`src/hdl/zx_pager_pkg.sv`:
```
// Shared widths, machine types and flat memory layout for the ZX Spectrum pager.
// Referenced by scoped names from the RTL and the testbench.

package zx_pager_pkg;

	// =========================================================================
	// Bus widths
	// =========================================================================
	localparam int unsigned cpu_adr_w = 16;  // Z80 address space
	localparam int unsigned data_w    = 8;   // Byte wide data
	localparam int unsigned ram_adr_w = 18;  // 256K flat RAM
	localparam int unsigned seg_w     = 14;  // 16K segment offset

	// =========================================================================
	// Machine type, sampled once per reset
	// =========================================================================
	typedef enum logic [1:0] {
		m_zx48,   // Fixed 48K layout, no paging
		m_zx128,  // 128K / +2 with port 7FFD
		m_plus3   // +2A / +3 with ports 7FFD and 1FFD
	} machine_e;

	// =========================================================================
	// Flat memory layout
	// =========================================================================
	// RAM bank b sits at b * 16K, so the eight banks fill the lower 128K
	localparam logic [ram_adr_w-1:0] rom_base = 18'h20000;  // ROM 0 image
	localparam int unsigned          rom_count = 4;         // 16K each after rom_base

	// Data seen by the CPU on any port read
	localparam logic [data_w-1:0] io_fill = 8'hFF;

endpackage

```
`src/hdl/cpu_req_if.sv`:
```
// One decoded CPU cycle, passed from the Wishbone slave to the pager core.
// valid holds with stable fields until the one cycle done pulse.

interface cpu_req_if;

	logic                               valid;
	logic                               io;    // Port cycle rather than memory
	logic                               we;
	logic [zx_pager_pkg::cpu_adr_w-1:0] adr;
	logic [zx_pager_pkg::data_w-1:0]    wdat;
	logic                               done;  // One cycle completion
	logic [zx_pager_pkg::data_w-1:0]    rdat;  // Valid with done

	modport requester (output valid, io, we, adr, wdat, input done, rdat);
	modport responder (input valid, io, we, adr, wdat, output done, rdat);

endinterface

```
`src/hdl/ram_req_if.sv`:
```
// One mapped RAM cycle, passed from the pager core to the Wishbone master.
// Same handshake as the CPU side, with a flat RAM address.

interface ram_req_if;

	logic                               valid;
	logic                               we;
	logic [zx_pager_pkg::ram_adr_w-1:0] adr;   // Flat address
	logic [zx_pager_pkg::data_w-1:0]    wdat;
	logic                               done;
	logic [zx_pager_pkg::data_w-1:0]    rdat;

	// The pager core requests, the RAM master answers
	modport requester (output valid, we, adr, wdat, input done, rdat);
	modport responder (input valid, we, adr, wdat, output done, rdat);

endinterface

```
`src/hdl/wb_cpu_slave.sv`:
```
// Wishbone classic slave on the CPU side. Captures one cycle at a time,
// holds it on the request interface and returns data with a single ack.

module wb_cpu_slave (
	input  logic                               clk_sys,
	input  logic                               reset,
	input  logic                               cpu_cyc,
	input  logic                               cpu_stb,
	input  logic                               cpu_we,
	input  logic                               cpu_io,
	input  logic [zx_pager_pkg::cpu_adr_w-1:0] cpu_adr,
	input  logic [zx_pager_pkg::data_w-1:0]    cpu_dat_w,
	output logic [zx_pager_pkg::data_w-1:0]    cpu_dat_r,
	output logic                               cpu_ack,
	cpu_req_if.requester                       req
);

	logic accept;

	// New strobe only counts once the previous ack has been seen
	assign accept = cpu_cyc && cpu_stb && !req.valid && !cpu_ack;

	always_ff @(posedge clk_sys) begin
		if (reset) begin
			req.valid <= 1'b0;
			cpu_ack   <= 1'b0;
		end else begin
			cpu_ack <= 1'b0;  // Single cycle ack
			if (req.done) begin
				req.valid <= 1'b0;
				cpu_ack   <= 1'b1;
			end else if (accept) begin
				req.valid <= 1'b1;
			end
		end
	end

	// Cycle fields and read data
	always_ff @(posedge clk_sys) begin
		if (accept) begin
			req.io   <= cpu_io;
			req.we   <= cpu_we;
			req.adr  <= cpu_adr;
			req.wdat <= cpu_dat_w;
		end
		if (req.done) begin
			cpu_dat_r <= req.rdat;
		end
	end

	// Master keeps its strobe up until it has taken the ack
	ack_inside_strobe: assert property (@(posedge clk_sys) disable iff (reset)
		cpu_ack |-> cpu_stb);

	// Core only finishes a request that is still held
	valid_held_to_done: assert property (@(posedge clk_sys) disable iff (reset)
		req.done |-> req.valid);

endmodule

```
`src/hdl/page_latch.sv`:
```
// Paging registers for ports 7FFD and 1FFD with the lock bit.
// The machine type is latched into mode while reset is high.

module page_latch (
	input  logic                               clk_sys,
	input  logic                               reset,
	input  zx_pager_pkg::machine_e             machine,
	input  logic                               io_write,  // Pulse per completed port write
	input  logic [zx_pager_pkg::cpu_adr_w-1:0] adr,
	input  logic [zx_pager_pkg::data_w-1:0]    wdat,
	output zx_pager_pkg::machine_e             mode,
	output logic [zx_pager_pkg::data_w-1:0]    page_7ffd,
	output logic [zx_pager_pkg::data_w-1:0]    page_1ffd
);

	logic is_plus3;
	logic paging_off;
	logic hit_7ffd;
	logic hit_1ffd;

	assign is_plus3   = (mode == zx_pager_pkg::m_plus3);
	assign paging_off = (mode == zx_pager_pkg::m_zx48) || page_7ffd[5];  // Bit 5 locks

	// =========================================================================
	// Port decode
	// =========================================================================
	// 7FFD is partially decoded, the +3 also needs A14 to keep 1FFD apart
	assign hit_7ffd = !paging_off && !adr[15] && !adr[1] && (adr[14] || !is_plus3);

	// 1FFD only exists on the +3
	assign hit_1ffd = is_plus3 && !paging_off && (adr[15:12] == 4'h1) && !adr[1];

	always_ff @(posedge clk_sys) begin
		if (reset) begin
			mode      <= machine;  // Sampled machine type
			page_7ffd <= '0;
			page_1ffd <= '0;
		end else if (io_write) begin
			if (hit_7ffd) begin
				page_7ffd <= wdat;
			end else if (hit_1ffd) begin
				page_1ffd <= wdat;
			end
		end
	end

endmodule

```
`src/hdl/bank_mapper.sv`:
```
// Maps a CPU address to the flat RAM address from the paging registers
// and flags writes that land on a ROM segment.

module bank_mapper (
	input  zx_pager_pkg::machine_e             mode,
	input  logic [zx_pager_pkg::data_w-1:0]    page_7ffd,
	input  logic [zx_pager_pkg::data_w-1:0]    page_1ffd,
	input  logic [zx_pager_pkg::cpu_adr_w-1:0] adr,
	input  logic                               we,
	output logic [zx_pager_pkg::ram_adr_w-1:0] ram_adr,
	output logic                               blocked
);

	logic [1:0]                                  seg;
	logic [zx_pager_pkg::seg_w-1:0]              offset;
	logic                                        special;
	logic                                        is_rom;
	logic [2:0]                                  bank;
	logic [3:0][2:0]                             special_banks;  // Index by segment
	logic [$clog2(zx_pager_pkg::rom_count)-1:0]  rom_idx;
	logic [zx_pager_pkg::ram_adr_w-1:0]          rom_off;
	logic [zx_pager_pkg::ram_adr_w-1:0]          bank_adr;

	assign seg     = adr[15:14];
	assign offset  = adr[zx_pager_pkg::seg_w-1:0];
	assign special = (mode == zx_pager_pkg::m_plus3) && page_1ffd[0];

	// +3 all RAM layouts, segment 0 rightmost
	always_comb begin
		case (page_1ffd[2:1])
			2'b00:   special_banks = {3'd3, 3'd2, 3'd1, 3'd0};
			2'b01:   special_banks = {3'd7, 3'd6, 3'd5, 3'd4};
			2'b10:   special_banks = {3'd3, 3'd6, 3'd5, 3'd4};
			default: special_banks = {3'd3, 3'd6, 3'd7, 3'd4};
		endcase
	end

	always_comb begin
		case (mode)
			zx_pager_pkg::m_zx48:  rom_idx = 2'd1;                      // 48K BASIC
			zx_pager_pkg::m_plus3: rom_idx = {page_1ffd[2], page_7ffd[4]};
			default:               rom_idx = {1'b0, page_7ffd[4]};
		endcase
	end

	always_comb begin
		is_rom = 1'b0;
		bank   = 3'd0;
		if (special) begin
			bank = special_banks[seg];
		end else begin
			case (seg)
				2'd0:    is_rom = 1'b1;
				2'd1:    bank = 3'd5;
				2'd2:    bank = 3'd2;
				default: bank = (mode == zx_pager_pkg::m_zx48) ? 3'd0 : page_7ffd[2:0];
			endcase
		end
	end

	assign rom_off  = {{(zx_pager_pkg::ram_adr_w - zx_pager_pkg::seg_w - $bits(rom_idx)){1'b0}},
		rom_idx, offset};
	assign bank_adr = {{(zx_pager_pkg::ram_adr_w - zx_pager_pkg::seg_w - 3){1'b0}}, bank, offset};

	assign ram_adr = is_rom ? zx_pager_pkg::rom_base + rom_off : bank_adr;
	assign blocked = we && is_rom;  // ROM is read only

endmodule

```
`src/hdl/pager_core.sv`:
```
// Pager core. Port cycles go to the paging registers and finish here,
// memory cycles are mapped and forwarded to RAM unless they write ROM.

module pager_core (
	input  logic                   clk_sys,
	input  logic                   reset,
	input  zx_pager_pkg::machine_e machine,
	cpu_req_if.responder           req,
	ram_req_if.requester           ram
);

	zx_pager_pkg::machine_e             mode;
	logic [zx_pager_pkg::data_w-1:0]    page_7ffd;
	logic [zx_pager_pkg::data_w-1:0]    page_1ffd;
	logic [zx_pager_pkg::ram_adr_w-1:0] map_adr;
	logic                               blocked;
	logic                               io_write;
	logic                               start;
	logic                               local_done;

	page_latch page_latch_inst (
		.clk_sys   (clk_sys),
		.reset     (reset),
		.machine   (machine),
		.io_write  (io_write),
		.adr       (req.adr),
		.wdat      (req.wdat),
		.mode      (mode),
		.page_7ffd (page_7ffd),
		.page_1ffd (page_1ffd)
	);

	bank_mapper bank_mapper_inst (
		.mode      (mode),
		.page_7ffd (page_7ffd),
		.page_1ffd (page_1ffd),
		.adr       (req.adr),
		.we        (req.we),
		.ram_adr   (map_adr),
		.blocked   (blocked)
	);

	// =========================================================================
	// Cycle routing
	// =========================================================================
	assign start      = req.valid && !req.done && !ram.valid;  // Fresh request
	assign local_done = req.io || blocked;                     // No RAM access needed

	always_ff @(posedge clk_sys) begin
		if (reset) begin
			req.done  <= 1'b0;
			ram.valid <= 1'b0;
			io_write  <= 1'b0;
		end else begin
			req.done <= 1'b0;
			io_write <= 1'b0;
			if (ram.done) begin
				ram.valid <= 1'b0;
				req.done  <= 1'b1;
			end else if (start) begin
				if (local_done) begin
					req.done <= 1'b1;
					io_write <= req.io && req.we;  // Registers update with done
				end else begin
					ram.valid <= 1'b1;
				end
			end
		end
	end

	always_ff @(posedge clk_sys) begin
		if (start) begin
			ram.we   <= req.we;
			ram.adr  <= map_adr;
			ram.wdat <= req.wdat;
		end
		if (ram.done) begin
			req.rdat <= ram.rdat;
		end else if (start) begin
			req.rdat <= zx_pager_pkg::io_fill;  // Port reads float high
		end
	end

	// No write ever reaches the ROM images
	rom_never_written: assert property (@(posedge clk_sys) disable iff (reset)
		ram.valid && ram.we |-> ram.adr < zx_pager_pkg::rom_base);

endmodule

```
`src/hdl/ram_master.sv`:
```
// Wishbone classic master on the RAM side. Runs one bus cycle per
// mapped request and hands back the read data with done.

module ram_master (
	input  logic                               clk_sys,
	input  logic                               reset,
	ram_req_if.responder                       ram,
	output logic                               ram_cyc,
	output logic                               ram_stb,
	output logic                               ram_we,
	output logic [zx_pager_pkg::ram_adr_w-1:0] ram_adr,
	output logic [zx_pager_pkg::data_w-1:0]    ram_dat_w,
	input  logic [zx_pager_pkg::data_w-1:0]    ram_dat_r,
	input  logic                               ram_ack
);

	logic launch;
	logic finish;

	assign launch = ram.valid && !ram_cyc && !ram.done;
	assign finish = ram_stb && ram_ack;

	always_ff @(posedge clk_sys) begin
		if (reset) begin
			ram_cyc  <= 1'b0;
			ram_stb  <= 1'b0;
			ram_we   <= 1'b0;
			ram.done <= 1'b0;
		end else begin
			ram.done <= 1'b0;
			if (finish) begin
				ram_cyc  <= 1'b0;  // Bus released with done
				ram_stb  <= 1'b0;
				ram_we   <= 1'b0;
				ram.done <= 1'b1;
			end else if (launch) begin
				ram_cyc <= 1'b1;
				ram_stb <= 1'b1;
				ram_we  <= ram.we;
			end
		end
	end

	always_ff @(posedge clk_sys) begin
		if (launch) begin
			ram_adr   <= ram.adr;
			ram_dat_w <= ram.wdat;
		end
		if (finish) begin
			ram.rdat <= ram_dat_r;
		end
	end

	// Classic cycle carries the request the core still holds, address unchanged
	stb_matches_request: assert property (@(posedge clk_sys) disable iff (reset)
		ram_stb |-> ram.valid && ram_adr == ram.adr);

endmodule

```
`src/hdl/zx_pager.sv`:
```
// ZX Spectrum memory pager top level.
// CPU Wishbone slave in, flat RAM Wishbone master out, machine type from a pin.

module zx_pager (
	input  logic                               clk_sys,
	input  logic                               reset,
	input  zx_pager_pkg::machine_e             machine,

	// CPU side
	input  logic                               cpu_cyc,
	input  logic                               cpu_stb,
	input  logic                               cpu_we,
	input  logic                               cpu_io,     // Address tag for port cycles
	input  logic [zx_pager_pkg::cpu_adr_w-1:0] cpu_adr,
	input  logic [zx_pager_pkg::data_w-1:0]    cpu_dat_w,
	output logic [zx_pager_pkg::data_w-1:0]    cpu_dat_r,
	output logic                               cpu_ack,

	// RAM side
	output logic                               ram_cyc,
	output logic                               ram_stb,
	output logic                               ram_we,
	output logic [zx_pager_pkg::ram_adr_w-1:0] ram_adr,
	output logic [zx_pager_pkg::data_w-1:0]    ram_dat_w,
	input  logic [zx_pager_pkg::data_w-1:0]    ram_dat_r,
	input  logic                               ram_ack
);

	cpu_req_if cpu_req ();
	ram_req_if ram_req ();

	wb_cpu_slave wb_cpu_slave_inst (
		.clk_sys   (clk_sys),
		.reset     (reset),
		.cpu_cyc   (cpu_cyc),
		.cpu_stb   (cpu_stb),
		.cpu_we    (cpu_we),
		.cpu_io    (cpu_io),
		.cpu_adr   (cpu_adr),
		.cpu_dat_w (cpu_dat_w),
		.cpu_dat_r (cpu_dat_r),
		.cpu_ack   (cpu_ack),
		.req       (cpu_req.requester)
	);

	pager_core pager_core_inst (
		.clk_sys (clk_sys),
		.reset   (reset),
		.machine (machine),
		.req     (cpu_req.responder),
		.ram     (ram_req.requester)
	);

	ram_master ram_master_inst (
		.clk_sys   (clk_sys),
		.reset     (reset),
		.ram       (ram_req.responder),
		.ram_cyc   (ram_cyc),
		.ram_stb   (ram_stb),
		.ram_we    (ram_we),
		.ram_adr   (ram_adr),
		.ram_dat_w (ram_dat_w),
		.ram_dat_r (ram_dat_r),
		.ram_ack   (ram_ack)
	);

endmodule

```
`config.mk`:
```
export PLATFORM = sky130hd
export DESIGN_NAME = zx_pager
export DESIGN_NICKNAME = d
export VERILOG_FILES = /design/src/hdl/zx_pager_pkg.sv /design/src/hdl/cpu_req_if.sv /design/src/hdl/ram_req_if.sv /design/src/hdl/wb_cpu_slave.sv /design/src/hdl/page_latch.sv /design/src/hdl/bank_mapper.sv /design/src/hdl/pager_core.sv /design/src/hdl/ram_master.sv /design/src/hdl/zx_pager.sv
export SDC_FILE = /design/constraint.sdc
export NUM_CORES = 1
export LEC_CHECK = 0
export ABC_CLOCK_PERIOD_IN_PS = 5000
export CAP_MARGIN = 10
export CORE_MARGIN = 3
export CORE_UTILIZATION = 65
export CTS_BUF_LIST = sky130_fd_sc_hd__clkbuf_4 sky130_fd_sc_hd__clkbuf_8
export DETAILED_ROUTE_END_ITERATION = 7
export DONT_BUFFER_PORTS = 1
export GPL_TIMING_DRIVEN = 0
export PLACE_DENSITY = 0.81
export RECOVER_POWER = 100
export REMOVE_ABC_BUFFERS = 1
export SETUP_SLACK_MARGIN = 0.3
export SYNTH_ARGS = -nofsm -noshare
export SYNTH_HDL_FRONTEND = slang
export SYNTH_SLANG_ARGS = --single-unit
```
`constraint.sdc`:
```
create_clock -name clk_sys -period 5 [get_ports clk_sys]
set_input_delay 0.25 -clock clk_sys [delete_from_list [all_inputs] [get_ports clk_sys]]
set_output_delay 0.25 -clock clk_sys [all_outputs]
set_load 0.05 [all_outputs]
```
==> results of run 1 <==
-- flip-flops by register name, indices dropped and copies added (netlist names), 2 cells and up --
name	count
pager_core_inst.ram.wdat	8
ram_master_inst.ram_dat_w	8
pager_core_inst.page_latch_inst.page_7ffd	5
wb_cpu_slave_inst.req.adr	16
wb_cpu_slave_inst.cpu_dat_r	8
ram_master_inst.ram_adr	18
ram_master_inst.ram.rdat	8
pager_core_inst.page_latch_inst.page_1ffd	3
pager_core_inst.ram.adr	18
pager_core_inst.req.rdat	8
pager_core_inst.page_latch_inst.mode	2
wb_cpu_slave_inst.req.wdat	8
-- synthesized netlist by cell type --
| library cell | number | area (um^2) |
|---|---|---|
| o32a_1 | 1 | 10.01 |
| nor4bb_1 | 1 | 10.01 |
| buf_4 | 2 | 15.01 |
| dfxtp_1 | 16 | 320.3 |
| and4_1 | 1 | 8.760 |
| nand2_1 | 1 | 3.750 |
| and2_1 | 1 | 6.260 |
| nor3b_1 | 2 | 15.01 |
| buf_2 | 1 | 5.000 |
| nor3_1 | 4 | 20.02 |
| nor2b_1 | 5 | 31.28 |
| or4b_1 | 1 | 10.01 |
| o21a_1 | 2 | 15.01 |
| or2b_2 | 1 | 8.760 |
| nor2_1 | 15 | 56.30 |
| o32ai_1 | 1 | 8.760 |
| or3b_2 | 1 | 8.760 |
| a31oi_1 | 1 | 6.260 |
| a21oi_1 | 3 | 15.01 |
| inv_1 | 4 | 15.01 |
| a21boi_0 | 1 | 7.510 |
| edfxtp_1 | 105 | 3153 |
| o21ai_0 | 2 | 10.01 |
| a211oi_1 | 2 | 15.01 |
| mux2i_1 | 8 | 80.08 |
| clkbuf_1 | 1 | 3.750 |
| a2111oi_0 | 1 | 8.760 |
| a22o_2 | 1 | 10.01 |
| or4_1 | 1 | 7.510 |
| and3_1 | 1 | 6.260 |
| or2_2 | 1 | 6.260 |
| nand2b_1 | 8 | 50.05 |
| nor4_2 | 1 | 12.51 |
-- power groups by stage --
stage / logic, mW / registers, mW / clock network [mW]
final: 0.0621 / 1.19 / 0.846
after global routing: 0.0680 / 1.19 / 0.910
after detailed placement: 0.0396 / 1.21 / 0
after global placement: 0.0298 / 1.21 / 0
after CTS: 0.0657 / 1.19 / 0.857
after floorplan: 0.0248 / 1.20 / 0
-- worst min path at each step --
| stage | slack [ns] | cells after the start | endpoint |
|---|---|---|---|
| floorplan | 0.32 | 1 | ram_master_inst.ram.done |
| detailed placement | 0.33 | 1 | ram_master_inst.ram.done |
| finish | 0.05 | 3 | ram_master_inst.ram_cyc |
| CTS | 0.02 | 3 | ram_master_inst.ram_cyc |
| global route | 0.07 | 3 | ram_master_inst.ram_cyc |
| global placement | 0.32 | 1 | pager_core_inst.page_latch_inst.page_7ffd[4] |
-- cell families after synthesis --
logic type,count (synthesis),synth area share [%]
buffers and inverters,8,0.9790
AOI/OAI and AO/OA,15,2.686
DFF,121,87.71
muxes,8,2.022
and+or+nand+nor,45,6.604
-- repair_timing --
action                     4_1_cts  5_1_grt
hold endpoints to repair        53        0
setup endpoints to repair        0        0
hold buffers                    37        0
-- routing by layer --
layer / track usage, % / vias up / routed length (um)
met5: 0 / - / 0
li1: - / 867 / -
met3: 8.588 / 6 / 544
met1: 28.35 / 920 / 2898
met4: 7.895 / 0 / 55
met2: 34.36 / 99 / 3675
-- stage by stage --
stage,setup slack [ns],cells,hold WS [ns]
after floorplan,1.316,193,0.3216
after global placement,0.5144,265,0.3246
after detailed placement,2.911,270,0.3258
after CTS,2.869,339,0.02075
after global routing,1.742,339,0.06639
final,1.970,339,0.04923
-- layout make-up --
class | instances | area [um^2] | share of cell area (%)
Sequential cell | 121 | 3473 | 72.29
Clock inverter | 12 | 131.4 | 2.734
Clock buffer | 20 | 256.5 | 5.339
Tap cell | 72 | 90.09 | 1.875
Multi-Input combinational cell | 68 | 441.7 | 9.193
Timing Repair Buffer | 42 | 396.6 | 8.255
Inverter | 4 | 15.01 | 0.3125
-- tightest hold or removal path: cells and delay by family --
kind | cells | cell delay, ns
buf+inv | 1 | 0.03
simple gates | 1 | 0.08
compound gates | 1 | 0.05
==> metrics.csv, run 1 <==
stage,metric,value,unit
finish,antenna_cells,0,
worst_setup_path,cp-start-kind,flop,
placed_design,port_buffers,0,
worst_setup_path,crit_end,wb_cpu_slave_inst.req.adr[6],
power_and_ir_drop,seqPwrFrac,56.7,%
placed_design,placedInstanceArea,4108,um^2
worst_setup_path,cp_top_family,simple AND/OR/NAND/NOR gates,
clock_network,postCtsSetupRepairBufs,0,
finish,final.fill_count,243,
timing,relSlewSlack,-55.06,%
die,initial_utilization,69.36,%
clock_network,cts_buffer_depth,2,
clock_network,cts_resized,0,
routing,wl,7.173,mm
finish,syn_to_final_growth,21.33,%
clock_network,htree_num_levels,4,
power_and_ir_drop,switchingPower,429.4,uW
yosys,ys_ff_latch,121,
timing,hold_viol,0,
finish,nNetsFinal,295,
yosys,seq_area_frac_synth,87.71,%
worst_setup_path,reg2reg_from,wb_cpu_slave_inst.cpu_ack,
die,die_area,7065,um^2
worst_setup_path,regToRegSetupSlack,1.97,ns
worst_setup_path,worst_setup_path_end_kind,flop,
timing,finalSetupTns,0,ns
timing,fmax,330.0,MHz
die,die_x,84.06,um
power_and_ir_drop,combPwrFrac,3.0,%
yosys,syn-cell-area,3960,um^2
routing,drt_iter0_drc,117,
timing,fin_crit,3.030,ns
timing,slew_viol_final,13,
worst_setup_path,critPathMaxFanout,16,
status,outcome,finished with violations,
yosys,synthCells,197,
timing,setup_viol,0,
die,rows,27,
placed_design,dp.final_hpwl,4.226,mm
yosys,synth_cell_types,33,
global_route,globalRouteTotalUtil,22.00,%
clock_network,tritoncts,done,
global_route,grt_max_degree,18,
finish,final_common_cell,edfxtp_1,
power_and_ir_drop,clockPowerShare,40.4,%
power_and_ir_drop,power.internal,1.666,mW
worst_setup_path,path_class,reg2reg,
worst_setup_path,cp_slowest_stage_delay,1.88,ns
clock_network,clk-insertion-delay-late,0.41,ns
die,fp.dieH,84.06,um
yosys,syn_avg_cell_area,20.10,um^2
timing,clock_skew,0.01578,ns
die,coreArea,5709,um^2
power_and_ir_drop,p_total,2.096,mW
timing,rsz0062_at_grt,false,
worst_setup_path,cp.required,5.10,ns
finish,most-common-layout-cells,"edfxtp_1, dlygate4sd3_1, clkbuf_8, dfxtp_1, nor2_1",
die,num_io_pins,79,
worst_setup_path,rr_endpoint,wb_cpu_slave_inst.req.adr[6],
clock_network,cts.sink_count,121,
clock_network,root_buffer,clkbuf_8,
clock_network,numCtsBuffers,17,
flow_run,drv_cap,1,
global_route,grt_pass1_wl,10.92,mm
timing,timing.final.crit_share,60.61,%
timing,worst_pin_slew,2.295,ns
routing,wl_per_cell,21.16,um
routing,drc,0,
worst_setup_path,r2r_cells,2,
global_route,first_global_vias,1988,
routing,via_per_inst,5.581,
routing,first_pass_iters,5,
routing,ant_nets,0,
finish,stdcell_area,4805,um^2
yosys,ys_warn_count,0,
power_and_ir_drop,swShare,20.49,%
worst_setup_path,cp.depth,2,
finish,drive_above_1_share,11.99,%
status,violations,"capacitance limit, slew limit",
clock_network,cts.clk_slew.worst_paths,0.06,ns
worst_setup_path,startpoint,wb_cpu_slave_inst.cpu_ack,
hold_path,hold_path_class,in2reg,
routing,vias,1892,
worst_setup_path,crit_slowest_cell,nor4bb_1,
hold_path,min_from,ram_ack,
worst_setup_path,path_buf_inv,1,
global_route,antenna_found_initial,0,
placed_design,place.gp.congestion,0.8171,
worst_setup_path,crit_chain,nor4bb_1 -> buf_6,
power_and_ir_drop,power.density,436.2,nW/um^2
global_route,grt_overflow,0,
power_and_ir_drop,leakagePower,1.595,nW
worst_setup_path,cp.arrival,3.13,ns
finish,final_util,84.16,%
power_and_ir_drop,ir_drop,0.4171,mV
(Power assumes the default switching activity.)
==> run 2: changes to the inputs <==
--- a/config.mk
+++ b/config.mk
@@ -5,7 +5,7 @@
 export SDC_FILE = /design/constraint.sdc
 export NUM_CORES = 1
 export LEC_CHECK = 0
-export ABC_CLOCK_PERIOD_IN_PS = 5000
+export ABC_CLOCK_PERIOD_IN_PS = 3100
 export CAP_MARGIN = 10
 export CORE_MARGIN = 3
 export CORE_UTILIZATION = 65
==> constraint.sdc (replaced) <==
create_clock -name clk_sys -period 3.1 [get_ports clk_sys]
set_input_delay 0.155 -clock clk_sys [delete_from_list [all_inputs] [get_ports clk_sys]]
set_output_delay 0.155 -clock clk_sys [all_outputs]
set_load 0.05 [all_outputs]
==> run 2 against run 1 <==
The run now ends clean. Largest power group unchanged. Worst setup slack lost 1.3 ns. Clock power is 62% higher. Routed wire length grew 0.45%. Via count increased by 2.3%. Critical endpoint is now pager_core_inst.page_latch_inst.page_7ffd[4]. Clock-buffer cell count unchanged. Hold slack improved by 0.15 ns. Fmax up 25%. Flip-flop and latch count stayed put. Power is 62% higher. Largest cell class unchanged. Global-route usage rose by 0.15 points. Combinational power up 69%. Register-to-register slack worse by 1.3 ns.
==> metrics.csv, run 2 (same netlist as run 1, synthesis figures left out) <==
stage,metric,value,unit
worst_setup_path,worst_setup_path_end_kind,flop,
worst_setup_path,cp_top_family,simple AND/OR/NAND/NOR gates,
die,initial_utilization,69.36,%
global_route,globalRouteTotalUtil,22.15,%
clock_network,clk-insertion-delay-late,0.42,ns
finish,nNetsFinal,296,
clock_network,postCtsSetupRepairBufs,0,
timing,finalSetupTns,0,ns
routing,ant_nets,0,
clock_network,tritoncts,done,
placed_design,place.gp.congestion,0.8171,
worst_setup_path,path_buf_inv,0,
timing,hold_ws,0.2034,ns
power_and_ir_drop,leakagePower,1.615,nW
finish,drive_above_1_share,13.43,%
finish,syn_to_final_growth,22.31,%
flow_run,drv_cap,0,
finish,antenna_cells,0,
clock_network,ctsHoldBuffers,38,
global_route,grt_pass1_wl,11.00,mm
routing,via_per_inst,5.691,
worst_setup_path,cp-start-kind,flop,
die,die_area,7065,um^2
clock_network,cts_resized,0,
routing,vias,1935,
global_route,grt_max_degree,18,
clock_network,cts_buffer_depth,2,
finish,final_common_cell,edfxtp_1,
global_route,grt_overflow,0,
routing,drc,0,
global_route,first_global_vias,1997,
routing,wl,7.205,mm
placed_design,port_buffers,0,
timing,worst_pin_slew,1.446,ns
timing,fmax,412.1,MHz
clock_network,cts.clk_slew.worst_paths,0.06,ns
clock_network,cts.sink_count,121,
die,coreArea,5709,um^2
timing,clock_skew,0.01494,ns
hold_path,hold_path_class,in2reg,
timing,timing.final.crit_share,78.28,%
clock_network,htree_num_levels,4,
timing,hold_viol,0,
power_and_ir_drop,p_total,3.388,mW
die,fp.dieH,84.06,um
timing,relSlewSlack,2.244,%
power_and_ir_drop,power.density,699.6,nW/um^2
die,num_io_pins,79,
global_route,antenna_found_initial,0,
timing,setup_viol,0,
routing,first_pass_iters,4,
status,outcome,"complete, no violations",
clock_network,numCtsBuffers,17,
routing,wl_per_cell,21.19,um
die,rows,27,
finish,reg_top3,"pager_core_inst.ram.adr: 18 flops, ram_master_inst.ram_adr: 18 flops, wb_cpu_slave_inst.req.adr: 16 flops",
timing,fin_crit,2.427,ns
worst_setup_path,crit_chain,or3b_2 -> nor4_1 -> mux2i_1 -> nor2_1,
worst_setup_path,path_class,reg2reg,
worst_setup_path,critPathMaxFanout,5,
placed_design,dp.final_hpwl,4.226,mm
power_and_ir_drop,ir_drop,0.6689,mV
clock_network,root_buffer,clkbuf_8,
die,die_x,84.06,um
routing,drt_iter0_drc,127,
timing,slew_viol_final,0,
timing,rsz0062_at_grt,false,
worst_setup_path,cp_slowest_stage_delay,1.00,ns
worst_setup_path,crit_slowest_cell,nor4_1,
placed_design,dp.cells,270,
worst_setup_path,cp.required,3.37,ns
finish,layoutNonFillerInstCount,340,
worst_setup_path,cp.arrival,2.69,ns
finish,most-common-layout-cells,"edfxtp_1, dlygate4sd3_1, clkbuf_8, dfxtp_1, nor2_1",
-- run 2: metrics by stage --
stage / utilization [%] / worst slack [ns] / area [um^2]
global placement: 70.52 / -1.386 / 4026
global route: 84.83 / 0.5736 / 4843
floorplan: - / -0.5841 / 3936
finish: 84.83 / 0.6734 / 4843
CTS: 85.40 / 0.9692 / 4876
detailed placement: 71.95 / 1.011 / 4108
-- run 2: metal layers --
metal  global-route usage, %  part of all wire [%]  up-vias
met4                   7.895                  0.71        0
met3                   8.490                   7.8        5
li1                        -                     -      875
met5                       0                     0        -
met1                   28.63                    40      943
met2                   34.65                    51      112
-- run 2: power breakdown --
group          switching (mW)  internal (mW)
clock                   0.566          0.803
combinational          0.0551         0.0503
sequential             0.0764           1.84
total                   0.697           2.69
-- run 2: worst paths after layout --
kind / end / start / cells past startpoint / slack (ns)
setup / recovery: pager_core_inst.page_latch_inst.page_7ffd[4] / wb_cpu_slave_inst.req.adr[1] / 4 / 0.67
hold / removal: wb_cpu_slave_inst.req.adr[1] / cpu_cyc / 1 / 0.20
setup reg to reg: pager_core_inst.page_latch_inst.page_7ffd[4] / wb_cpu_slave_inst.req.adr[1] / 4 / 0.67
hold reg to reg: ram_master_inst.ram_adr[16] / pager_core_inst.ram.adr[16] / 0 / 0.41
-- run 2: final cells by class --
| cell class | instances | area [um^2] |
|---|---|---|
| clock buffers | 20 | 256.5 |
| clock inverters | 12 | 131.4 |
| well taps | 72 | 90.09 |
| flip-flops and latches | 121 | 3473 |
| inverters | 4 | 15.01 |
| repair buffers | 43 | 429.2 |
| multi-input cells | 68 | 447.9 |
| fillers | 239 | 865.8 |
==> run 3: changes to the inputs <==
--- a/config.mk
+++ b/config.mk
@@ -5,7 +5,7 @@
 export SDC_FILE = /design/constraint.sdc
 export NUM_CORES = 1
 export LEC_CHECK = 0
-export ABC_CLOCK_PERIOD_IN_PS = 3100
+export ABC_CLOCK_PERIOD_IN_PS = 2500
 export CAP_MARGIN = 10
 export CORE_MARGIN = 3
 export CORE_UTILIZATION = 65
==> constraint.sdc (replaced) <==
create_clock -name clk_sys -period 2.5 [get_ports clk_sys]
set_input_delay 0.125 -clock clk_sys [delete_from_list [all_inputs] [get_ports clk_sys]]
set_output_delay 0.125 -clock clk_sys [all_outputs]
set_load 0.05 [all_outputs]
==> run 3 against run 2 <==
Combinational power up 27%. Hold slack worse by 0.10 ns. Non-clock buffer count did not move. Clock skew is essentially flat. Clock power grew 23%. Flip-flop and latch count did not move. Critical path type unchanged. Largest cell class unchanged.
==> metrics.csv, run 3 (same netlist as run 1, synthesis figures left out) <==
stage,metric,value,unit
worst_setup_path,critPathMaxFanout,16,
worst_setup_path,cp-start-kind,flop,
clock_network,numCtsBuffers,17,
hold_path,min_from,cpu_stb,
timing,rsz0062_at_grt,false,
clock_network,htree_num_levels,4,
timing,fin_crit,2.187,ns
flow_run,drv_cap,0,
worst_setup_path,cp.arrival,2.24,ns
clock_network,root_buffer,clkbuf_8,
clock_network,cts.sink_count,121,
worst_setup_path,cp.required,2.56,ns
die,rows,27,
worst_setup_path,crit_chain,nor4bb_4 -> clkbuf_2,
timing,setup_viol,0,
timing,slew_viol_final,0,
power_and_ir_drop,leakagePower,1.621,nW
timing,finalSetupTns,0,ns
routing,vias,1922,
finish,final.fill_count,235,
clock_network,tritoncts,done,
power_and_ir_drop,ir_drop,0.8402,mV
worst_setup_path,worst_setup_path_end_kind,flop,
clock_network,cts.clk_slew.worst_paths,0.06,ns
worst_setup_path,path_class,reg2reg,
finish,most-common-layout-cells,"edfxtp_1, dlygate4sd3_1, clkbuf_8, dfxtp_1, nor2_1",
die,fp.dieH,84.06,um
die,die_area,7065,um^2
finish,seqCellArea,3473,um^2
global_route,grt_pass1_wl,11.00,mm
routing,via_per_inst,5.653,
routing,first_pass_iters,4,
worst_setup_path,startpoint,wb_cpu_slave_inst.cpu_ack,
die,num_io_pins,79,
timing,clock_skew,0.01500,ns
routing,drc,0,
placed_design,dp_worst_setup_slack,0.4110,ns
power_and_ir_drop,p_total,4.201,mW
routing,ant_nets,0,
finish,nNetsFinal,296,
finish,syn_to_final_growth,22.65,%
routing,drt_iter0_drc,114,
timing,relSlewSlack,30.38,%
global_route,grt_overflow,0,
die,die_x,84.06,um
finish,layoutNonFillerInstCount,340,
placed_design,port_buffers,0,
clock_network,cts_buffer_depth,2,
routing,wl_per_cell,21.24,um
die,coreArea,5709,um^2
status,outcome,"complete, no violations",
timing,hold_viol,0,
timing,worst_pin_slew,1.043,ns
worst_setup_path,cp_slowest_stage_delay,0.82,ns
clock_network,clk-insertion-delay-late,0.41,ns
finish,antenna_cells,0,
routing,wl,7.221,mm
die,initial_utilization,69.36,%
placed_design,place.gp.congestion,0.8171,
power_and_ir_drop,power.density,864.8,nW/um^2
hold_path,hold_path_class,in2reg,
global_route,globalRouteTotalUtil,22.15,%
finish,final_common_cell,edfxtp_1,
timing,fmax,457.3,MHz
finish,drive_above_1_share,14.18,%
timing,timing.final.crit_share,87.47,%
clock_network,cts_resized,0,
worst_setup_path,reg2reg_from,wb_cpu_slave_inst.cpu_ack,
worst_setup_path,crit_slowest_cell,nor4bb_4,
finish,reg_top3,"pager_core_inst.ram.adr: 18 flops, ram_master_inst.ram_adr: 18 flops, wb_cpu_slave_inst.req.adr: 16 flops",
finish,multiInputGateArea,462.9,um^2
placed_design,dp.final_hpwl,4.226,mm
placed_design,dp.cells,270,
global_route,first_global_vias,1997,
global_route,antenna_found_initial,0,
global_route,grt_max_degree,18,
timing,setup_ws,0.3133,ns
## run 3: metal layers
metal | global-route usage [%] | vias up | routed length [um]
met5 | 0 | - | 0
met3 | 8.490 | 4 | 473
met1 | 28.63 | 948 | 2981
met4 | 7.895 | 0 | 42
li1 | - | 873 | -
met2 | 34.65 | 97 | 3723
## run 3: worst paths after layout
path	cells after the start	end	slack (ns)
max	2	wb_cpu_slave_inst.req.adr[6]	0.31
min	1	wb_cpu_slave_inst.req.adr[1]	0.1
max reg2reg	2	wb_cpu_slave_inst.req.adr[6]	0.31
min reg2reg	0	ram_master_inst.ram_adr[16]	0.41
## run 3: timing repair
action | CTS | global route
hold buffers | 38 | 0
buffers inserted | 0 | 0
hold endpoints to repair | 54 | 0
## run 3: critical path: cells and delay by family (launching register included)
kind / cells / cell delay, ns
buf+inv: 1 / 0.50
flops: 1 / 0.50
simple gates: 1 / 0.82
## run 3: layout make-up
cell class,count,share of cell area [%]
clock buffers,20,5.281
multi-input cells,68,9.531
clock inverters,12,2.705
well taps,72,1.855
flip-flops and latches,121,71.51
repair buffers,43,8.810
inverters,4,0.3091
## run 3: metrics by stage
step	hold WS (ns)	utilization [%]	instance area [um^2]
6_report	0.09952	85.08	4857
5_1_grt	0.07176	85.08	4857
4_1_cts	0.06543	85.40	4876
3_5_place_dp	0.2008	71.95	4108
3_3_place_gp	0.1996	70.52	4026
2_1_floorplan	0.1966	-	3936
## run 3: report_power, final
part / switching [mW] / internal [mW] / total, mW
clock: 0.697 / 0.996 / 1.69
sequential: 0.0955 / 2.28 / 2.37
combinational: 0.0691 / 0.0637 / 0.133
